$ cat src/common/ts_monitor_config.svh
`ifndef TS_MONITOR_CONFIG_SVH
`define TS_MONITOR_CONFIG_SVH

// Register and buffer word width.
`define TS_DATA_WIDTH 32

// One transport stream packet.
`define TS_PACKET_BYTES 188
`define TS_PACKET_WORDS 47

// Header sync byte.
`define TS_SYNC_BYTE 8'h47

// PID filter table.
`define TS_PID_SLOTS 4
`define TS_PID_WIDTH 13

`endif

$ cat src/common/ts_monitor_pkg.sv
`default_nettype none

`include "ts_monitor_config.svh"

package ts_monitor_pkg;

	// Field view of a PID slot register, enable at bit 16.
	typedef struct packed {
		logic [14:0]                pad_hi;
		logic                       enable;
		logic [2:0]                 pad_lo;
		logic [`TS_PID_WIDTH-1:0]   pid;
	} pid_entry_t;

	// Register word, seen either raw or as slot fields.
	typedef union packed {
		logic [`TS_DATA_WIDTH-1:0]  raw;
		pid_entry_t                 entry;
	} pid_reg_u;

	// Delayed stream byte towards capture.
	typedef struct packed {
		logic       valid;
		logic [7:0] data;
	} ts_byte_t;

	// Header found in the stream with its PID.
	typedef struct packed {
		logic                       strobe;
		logic [`TS_PID_WIDTH-1:0]   pid;
	} ts_hdr_t;

endpackage

`default_nettype wire

$ cat src/hdl/ts_byte_pipe.sv
`timescale 1ns/1ps
`default_nettype none

`include "ts_monitor_config.svh"

module ts_byte_pipe (
	input  wire                       clk,
	input  wire                       rst_n,
	input  wire [7:0]                 mpeg_data,
	input  wire                       mpeg_valid,
	input  wire                       mpeg_sync,
	output ts_monitor_pkg::ts_hdr_t   hdr,
	output ts_monitor_pkg::ts_byte_t  byte_out
);

	logic [7:0] data_d1;
	logic [7:0] data_d2;
	logic [7:0] data_d3;
	logic       sync_d1;
	logic       sync_d2;

	// Sync flags follow the data, only valid beats advance the line.
	always_ff @(posedge clk) begin
		if (!rst_n) begin
			sync_d1 <= 1'b0;
			sync_d2 <= 1'b0;
		end else if (mpeg_valid) begin
			sync_d1 <= mpeg_sync;
			sync_d2 <= sync_d1;
		end
	end

	always_ff @(posedge clk) begin
		if (mpeg_valid) begin
			data_d1 <= mpeg_data;
			data_d2 <= data_d1;
			data_d3 <= data_d2;
		end
	end

	// Third header byte at the input, sync byte two beats back.
	assign hdr.strobe = mpeg_valid && sync_d2 && (data_d2 == `TS_SYNC_BYTE);
	assign hdr.pid    = {data_d1[4:0], mpeg_data}; // PID spans bytes 1 and 2.

	assign byte_out.valid = mpeg_valid;
	assign byte_out.data  = data_d3;

endmodule

`default_nettype wire

$ cat src/hdl/pid_filter_table.sv
`timescale 1ns/1ps
`default_nettype none

`include "ts_monitor_config.svh"

module pid_filter_table (
	input  wire                             clk,
	input  wire                             rst_n,
	input  wire                             pid_write,
	input  wire [`TS_DATA_WIDTH-1:0]        pid_index,
	input  wire ts_monitor_pkg::pid_reg_u   pid_word,
	input  wire [`TS_DATA_WIDTH-1:0]        pid_read_index,
	output ts_monitor_pkg::pid_reg_u        pid_read_word,
	input  wire ts_monitor_pkg::ts_hdr_t    hdr,
	output logic                            hit
);

	localparam int SLOT_W = $clog2(`TS_PID_SLOTS);

	logic [`TS_PID_WIDTH-1:0] slot_pid [`TS_PID_SLOTS];
	logic                     slot_en  [`TS_PID_SLOTS];

	always_ff @(posedge clk) begin
		if (!rst_n) begin
			for (int i = 0; i < `TS_PID_SLOTS; i++) begin
				slot_pid[i] <= '0;
				slot_en[i]  <= 1'b0;
			end
		end else if (pid_write && (pid_index < `TS_PID_SLOTS)) begin
			slot_pid[pid_index[SLOT_W-1:0]] <= pid_word.entry.pid;
			slot_en[pid_index[SLOT_W-1:0]]  <= pid_word.entry.enable;
		end
	end

	// Pads read as zero, so does a slot that does not exist.
	always_comb begin
		pid_read_word = '0;
		if (pid_read_index < `TS_PID_SLOTS) begin
			pid_read_word.entry.enable = slot_en[pid_read_index[SLOT_W-1:0]];
			pid_read_word.entry.pid    = slot_pid[pid_read_index[SLOT_W-1:0]];
		end
	end

	always_comb begin
		hit = 1'b0;
		for (int i = 0; i < `TS_PID_SLOTS; i++) begin
			if (hdr.strobe && slot_en[i] && (slot_pid[i] == hdr.pid))
				hit = 1'b1;
		end
	end

endmodule

`default_nettype wire

$ cat src/ts_capture/ts_packet_capture.sv
`timescale 1ns/1ps
`default_nettype none

`include "ts_monitor_config.svh"

module ts_packet_capture (
	input  wire                                 clk,
	input  wire                                 rst_n,
	input  wire ts_monitor_pkg::ts_byte_t       byte_out,
	input  wire                                 hdr_strobe,
	input  wire                                 hit,
	input  wire                                 match_enable,
	input  wire                                 reading,
	input  wire [$clog2(`TS_PACKET_WORDS)-1:0]  buf_rd_addr,
	output logic [`TS_DATA_WIDTH-1:0]           buf_rd_data,
	output logic                                packet_complete,
	output logic [`TS_DATA_WIDTH-1:0]           matched_count
);

	localparam int LANES = `TS_DATA_WIDTH / 8;
	localparam int IDX_W = $clog2(`TS_PACKET_BYTES + 1);

	// Four byte lanes per word, byte 0 in the lowest lane.
	logic [LANES-1:0][7:0] pkt_buf [`TS_PACKET_WORDS];

	logic [IDX_W-1:0] byte_idx; // Parked at the packet size when idle.
	logic             start;
	logic             store;

	assign start = hdr_strobe && hit && match_enable && !reading;
	assign store = byte_out.valid && (byte_idx < `TS_PACKET_BYTES);

	always_ff @(posedge clk) begin
		if (store)
			pkt_buf[byte_idx / LANES][byte_idx % LANES] <= byte_out.data;
	end

	// The last byte of one packet can land in the header beat of the next.
	always_ff @(posedge clk) begin
		if (!rst_n) begin
			byte_idx        <= IDX_W'(`TS_PACKET_BYTES);
			packet_complete <= 1'b0;
			matched_count   <= '0;
		end else begin
			if (store) begin
				byte_idx <= byte_idx + 1'b1;
				if (byte_idx == `TS_PACKET_BYTES - 1)
					packet_complete <= 1'b1;
			end
			if (start) begin
				byte_idx        <= '0;
				packet_complete <= 1'b0;
				matched_count   <= matched_count + 1'b1;
			end
		end
	end

	always_comb begin
		if (buf_rd_addr < `TS_PACKET_WORDS)
			buf_rd_data = pkt_buf[buf_rd_addr];
		else
			buf_rd_data = '0;
	end

endmodule

`default_nettype wire

$ cat src/ts_capture/ts_packet_readout.sv
`timescale 1ns/1ps
`default_nettype none

`include "ts_monitor_config.svh"

module ts_packet_readout (
	input  wire                                 clk,
	input  wire                                 rst_n,
	input  wire                                 pump_request,
	input  wire                                 packet_complete,
	input  wire [`TS_DATA_WIDTH-1:0]            buf_rd_data,
	output logic [$clog2(`TS_PACKET_WORDS)-1:0] buf_rd_addr,
	output logic                                reading,
	output logic [`TS_DATA_WIDTH-1:0]           out_data,
	output logic [`TS_DATA_WIDTH-1:0]           out_index,
	output logic                                out_valid,
	output logic                                pump_ready
);

	localparam logic [1:0] ST_IDLE   = 2'd0;
	localparam logic [1:0] ST_WAIT   = 2'd1;
	localparam logic [1:0] ST_STREAM = 2'd2;

	logic [1:0] state;

	always_ff @(posedge clk) begin
		if (!rst_n) begin
			state       <= ST_IDLE;
			buf_rd_addr <= '0;
			reading     <= 1'b0;
			out_valid   <= 1'b0;
			pump_ready  <= 1'b0;
		end else begin
			out_valid <= 1'b0;
			case (state)
				ST_IDLE: begin
					if (pump_request) begin
						pump_ready  <= 1'b0;
						reading     <= 1'b1; // Holds off new captures.
						buf_rd_addr <= '0;
						state       <= ST_WAIT;
					end
				end
				ST_WAIT: begin
					if (packet_complete)
						state <= ST_STREAM;
				end
				ST_STREAM: begin
					if (buf_rd_addr < `TS_PACKET_WORDS) begin
						out_valid   <= 1'b1;
						buf_rd_addr <= buf_rd_addr + 1'b1;
					end else begin
						// One cycle past the last word.
						pump_ready <= 1'b1;
						reading    <= 1'b0;
						state      <= ST_IDLE;
					end
				end
				default: state <= ST_IDLE;
			endcase
		end
	end

	// Word and index registered one cycle behind their address.
	always_ff @(posedge clk) begin
		if ((state == ST_STREAM) && (buf_rd_addr < `TS_PACKET_WORDS)) begin
			out_data  <= buf_rd_data;
			out_index <= `TS_DATA_WIDTH'(buf_rd_addr);
		end
	end

endmodule

`default_nettype wire

$ cat src/hdl/ts_monitor_top.sv
`timescale 1ns/1ps
`default_nettype none

`include "ts_monitor_config.svh"

module ts_monitor_top (
	input  wire                             clk,
	input  wire                             rst_n,
	input  wire [7:0]                       mpeg_data,
	input  wire                             mpeg_valid,
	input  wire                             mpeg_sync,
	input  wire                             match_enable,
	input  wire                             pid_write,
	input  wire [`TS_DATA_WIDTH-1:0]        pid_index,
	input  wire ts_monitor_pkg::pid_reg_u   pid_word,
	input  wire [`TS_DATA_WIDTH-1:0]        pid_read_index,
	output ts_monitor_pkg::pid_reg_u        pid_read_word,
	input  wire                             pump_request,
	output logic                            pump_ready,
	output logic [`TS_DATA_WIDTH-1:0]       out_data,
	output logic [`TS_DATA_WIDTH-1:0]       out_index,
	output logic                            out_valid,
	output logic [`TS_DATA_WIDTH-1:0]       matched_count
);

	ts_monitor_pkg::ts_hdr_t             hdr;
	ts_monitor_pkg::ts_byte_t            byte_out;
	logic                                hit;
	logic                                packet_complete;
	logic                                reading;
	logic [$clog2(`TS_PACKET_WORDS)-1:0] buf_rd_addr;
	logic [`TS_DATA_WIDTH-1:0]           buf_rd_data;

	ts_byte_pipe ts_byte_pipe_inst (
		.clk        (clk),
		.rst_n      (rst_n),
		.mpeg_data  (mpeg_data),
		.mpeg_valid (mpeg_valid),
		.mpeg_sync  (mpeg_sync),
		.hdr        (hdr),
		.byte_out   (byte_out)
	);

	pid_filter_table pid_filter_table_inst (
		.clk            (clk),
		.rst_n          (rst_n),
		.pid_write      (pid_write),
		.pid_index      (pid_index),
		.pid_word       (pid_word),
		.pid_read_index (pid_read_index),
		.pid_read_word  (pid_read_word),
		.hdr            (hdr),
		.hit            (hit)
	);

	ts_packet_capture ts_packet_capture_inst (
		.clk             (clk),
		.rst_n           (rst_n),
		.byte_out        (byte_out),
		.hdr_strobe      (hdr.strobe),
		.hit             (hit),
		.match_enable    (match_enable),
		.reading         (reading),
		.buf_rd_addr     (buf_rd_addr),
		.buf_rd_data     (buf_rd_data),
		.packet_complete (packet_complete),
		.matched_count   (matched_count)
	);

	ts_packet_readout ts_packet_readout_inst (
		.clk             (clk),
		.rst_n           (rst_n),
		.pump_request    (pump_request),
		.packet_complete (packet_complete),
		.buf_rd_data     (buf_rd_data),
		.buf_rd_addr     (buf_rd_addr),
		.reading         (reading),
		.out_data        (out_data),
		.out_index       (out_index),
		.out_valid       (out_valid),
		.pump_ready      (pump_ready)
	);

endmodule

`default_nettype wire

$ cat config.mk
export PLATFORM = sky130hd
export DESIGN_NAME = ts_monitor_top
export DESIGN_NICKNAME = d
export VERILOG_FILES = /design/src/common/ts_monitor_pkg.sv /design/src/hdl/ts_byte_pipe.sv /design/src/hdl/pid_filter_table.sv /design/src/ts_capture/ts_packet_capture.sv /design/src/ts_capture/ts_packet_readout.sv /design/src/hdl/ts_monitor_top.sv
export VERILOG_INCLUDE_DIRS = /design/src /design/src/common
export SDC_FILE = /design/constraint.sdc
export NUM_CORES = 2
export LEC_CHECK = 0
export BUFFER_PORTS_ARGS = -buffer_cell sky130_fd_sc_hd__buf_2
export CAP_MARGIN = 10
export CORE_ASPECT_RATIO = 1.2
export CORE_UTILIZATION = 35
export DETAILED_ROUTE_END_ITERATION = 8
export GPL_TIMING_DRIVEN = 0
export PLACE_DENSITY = 0.55
export RECOVER_POWER = 25
export SLEW_MARGIN = 20
export SYNTH_ARGS = -nofsm -noshare
export SYNTH_HDL_FRONTEND = slang
export SYNTH_SLANG_ARGS = --single-unit
export TNS_END_PERCENT = 30
$ cat constraint.sdc
create_clock -name clk -period 4 [get_ports clk]
set_input_delay 0.8 -clock clk [delete_from_list [all_inputs] [get_ports clk]]
set_output_delay 0.8 -clock clk [all_outputs]
set_load 0.02 [all_outputs]
==> results.ini <==
[status]
outcome = finished, violations left
violations = negative setup slack

[floorplanning]
row_count = 174
dieHeight_um = 479
core_region_area_um2 = 188000
ioPinCount = 241
dieArea_um2 = 191000
start_util_pct = 35.3
die_w_um = 399

[logic_synthesis]
synthArstFlopShare_pct = 0
yosysTopAreaCell = edfxtp_1
netlist.area_leader.share_pct = 73.3
ys_types = 59
ys_warn_count = 0
synth_edf_count = 1619
synth_area_um2 = 66400
synth_seq_cells = 1676
synth_cells = 3306
synth_seq_area_share_pct = 75.0
synth_flop_cell = edfxtp_1
avgSynthCellArea_um2 = 20.1
synth.top_cells.by_area = edfxtp_1, mux4_2, dfxtp_1

[power_and_ir_drop]
p_seq_share_pct = 54.4
swShare_pct = 20.5
p_leak_nw = 23.3
power_frac_comb_pct = 1.9
ir_drop_mv = 0.496
p_switching_mw = 7.31
powerDensity_nw_per_um2 = 462
power_frac_clock_pct = 43.7
p_int_mw = 28.3
totalPowerFinal_mw = 35.6

[clocking]
numCtsBuffers = 164
cts_tree = yes
cts_root_buf = clkbuf_16
ctsHoldBuffers = 0
htree_levels = 4
insertion_delay_ns = 0.82
cts_buffer_depth = 3
clkTransAtPathRegs_ns = 0.06
numClockSinks = 1676

[global_route]
grtUsageTotal_pct = 20.0
antenna_found_initial = 12
grt_pass1_vias = 34829
grt_start_max_net_pins = 30
grt.overflow.total = 0
grt_pass1_wl_um = 268000

[final_layout]
multi_input_area_um2 = 15800
layout-drive-gt1-share_pct = 29.5
finish.utilization_pct = 41.0
final_cell_mix = edfxtp_1, mux4_2, buf_2
nets = 3893
layout.area.seq_um2 = 49800
synthToLayoutAreaGrowth_pct = 16.1
nFillCells = 16672
finalInstanceArea_um2 = 77000
final_common_cell = edfxtp_1

[route]
drc_errors = 0
wl_per_cell_um = 30.1
drt_iter0_markers = 3513
ant_nets = 0
dr.pass1.iters = 5
vias_per_cell = 5.40
wl_um = 192000
vias = 34415

[min_path]
min_path_cells = 1
whs_endpoint = ts_byte_pipe_inst.data_d1[5]
hold_class = input port to flip-flop
min_from = mpeg_data[5]

[worst_setup_path]
cp-end-kind = flip-flop
criticalPathCategory = flip-flop to flip-flop
worst_setup_path_start_kind = flip-flop
r2r_end = ts_packet_readout_inst.out_data[24]
required_ns = 4.52
r2r_start = ts_packet_readout_inst.buf_rd_addr[1]
r2r_slack_ns = -0.10
cp.arrival_ns = 4.63
worst-r2r-cell-count = 7
critPathMaxFanout = 10

[job]
drv_cap = 0

[sta]
timing.final.crit_share_pct = 103
finalHoldViolations = 0
setup_violations = 16
slew_headroom_pct = 18.5
setup_slack_ns = -0.104
grt_setup_unrepaired = yes
min_period_ns = 4.10
maxSlewViolCount = 0
clock_skew_ns = 0.0329
fmax_ghz = 0.244
worst_slew_pin_slew_ns = 1.22

[placed_design]
place_ws_ns = -0.757
portBuffers = 177
hpwl_um = 136000
placed_area_um2 = 71900
routabilityCongestion = 0.866

[through the flow]
step	std cells	hold slack [ns]	setup TNS, ns
floorplan	3349	0.400	0
global placement	5990	0.406	-3899.23
detailed placement	6073	0.407	-457.14
CTS	6368	0.120	-8.11
global route	6370	0.139	-14.22
finish	6373	0.178	-0.651
[flip-flops by register name (all words and copies together) (netlist names), 2 cells and up]
signal                                flops
pid_filter_table_inst.slot_en             4
pid_filter_table_inst.slot_pid           52
ts_byte_pipe_inst.data_d1                 8
ts_byte_pipe_inst.data_d2                 8
ts_byte_pipe_inst.data_d3                 8
ts_packet_capture_inst.byte_idx           8
ts_packet_capture_inst.matched_count     32
ts_packet_capture_inst.pkt_buf         1504
ts_packet_readout_inst.buf_rd_addr        6
ts_packet_readout_inst.out_data          32
ts_packet_readout_inst.out_index          6
ts_packet_readout_inst.state              2
[worst max path at each step]
| stage | start | slack (ns) | depth (start not counted) | end |
|---|---|---|---|---|
| 6_report | ts_packet_readout_inst.buf_rd_addr[1] | -0.10 | 7 | ts_packet_readout_inst.out_data[24] |
| 4_1_cts | ts_packet_capture_inst.byte_idx[5] | -0.13 | 7 | ts_packet_capture_inst.pkt_buf[2][31] |
| 2_1_floorplan | ts_byte_pipe_inst.data_d3[0] | 0.90 | 0 | ts_packet_capture_inst.pkt_buf[0][0] |
| 5_1_grt | ts_packet_capture_inst.byte_idx[5] | -0.14 | 7 | ts_packet_capture_inst.pkt_buf[10][31] |
| 3_3_place_gp | ts_byte_pipe_inst.data_d3[6] | -2.35 | 0 | ts_packet_capture_inst.pkt_buf[17][14] |
| 3_5_place_dp | mpeg_valid | -0.76 | 6 | ts_packet_capture_inst.pkt_buf[44][31] |
[layout make-up]
cell class / count / area share [%]
Multi-Input combinational cell: 1422 / 20.5
Inverter: 10 / 0.0487
Clock inverter: 97 / 1.24
Antenna cell: 4 / 0.0130
Buffer: 241 / 1.72
Timing Repair Buffer: 261 / 2.25
Clock buffer: 198 / 5.66
Sequential cell: 1676 / 64.6
Tap cell: 2464 / 4.00
[cell usage after synthesis (6+ instances only)]
cell         n
edfxtp_1  1619
mux4_2     438
nor2_1     214
nand2_1    177
clkbuf_1    94
buf_2       64
o21ai_0     60
mux2i_1     59
dfxtp_1     57
and2_1      54
xnor2_1     53
buf_4       49
nand4_1     37
a21oi_1     36
buf_1       29
a31oi_1     25
mux2_2      24
o221ai_1    24
nor4_1      23
nand3_1     16
nor2b_1     16
or3_1       16
or4_1       11
inv_1       10
o31ai_1     10
a22oi_1      8
nor3_1       8
and3_1       7
nand2b_1     7
nor3b_1      7
and3b_1      6
ha_1         6
[power by group through the flow]
stage	Sequential, mW	Combinational (mW)	Clock, mW
3_5_place_dp	19.7	0.761	0
5_1_grt	19.4	0.747	16.4
3_3_place_gp	20.1	0.327	0
4_1_cts	19.4	0.761	15.8
6_report	19.4	0.694	15.5
2_1_floorplan	19.9	0.215	0
[metal layers]
metal / GRT usage (%) / wire length, µm / vias up
met1: 25.3 / 74000 / 18323
met5: 0 / 39 / -
li1: - / - / 14365
met4: 7.75 / 7780 / 8
met3: 3.44 / 12300 / 306
met2: 34.1 / 97500 / 1413
[critical path: stages, from the launching register on]
cell             delay [ns]
dfxtp_1                0.49
buf_2                  0.45
buf_2                  0.29
clkdlybuf4s15_1        0.71
mux4_2                 0.46
mux4_2                 0.59
o221ai_1               0.58
nand2_1                0.22
[cells by family after synthesis]
family,after synthesis,share of synthesized area [%]
DFF,1676,75.0
and+or+nand+nor,611,4.35
muxes,521,16.2
buffers and inverters,251,1.87
AOI/OAI and AO/OA,181,1.72
xor gates and xnor gates,59,0.790
adders and majority gates,6,0.113
other,1,0.00565
[repair_timing]
| action | 4_1_cts | 5_1_grt |
|---|---|---|
| endpoints found under the hold margin | 0 | 0 |
| setup endpoints to repair | 434 | 518 |
| resized for setup | 48 | 61 |
| buffers inserted | 0 | 0 |
Note: power is estimated with default switching activity, not from simulation.
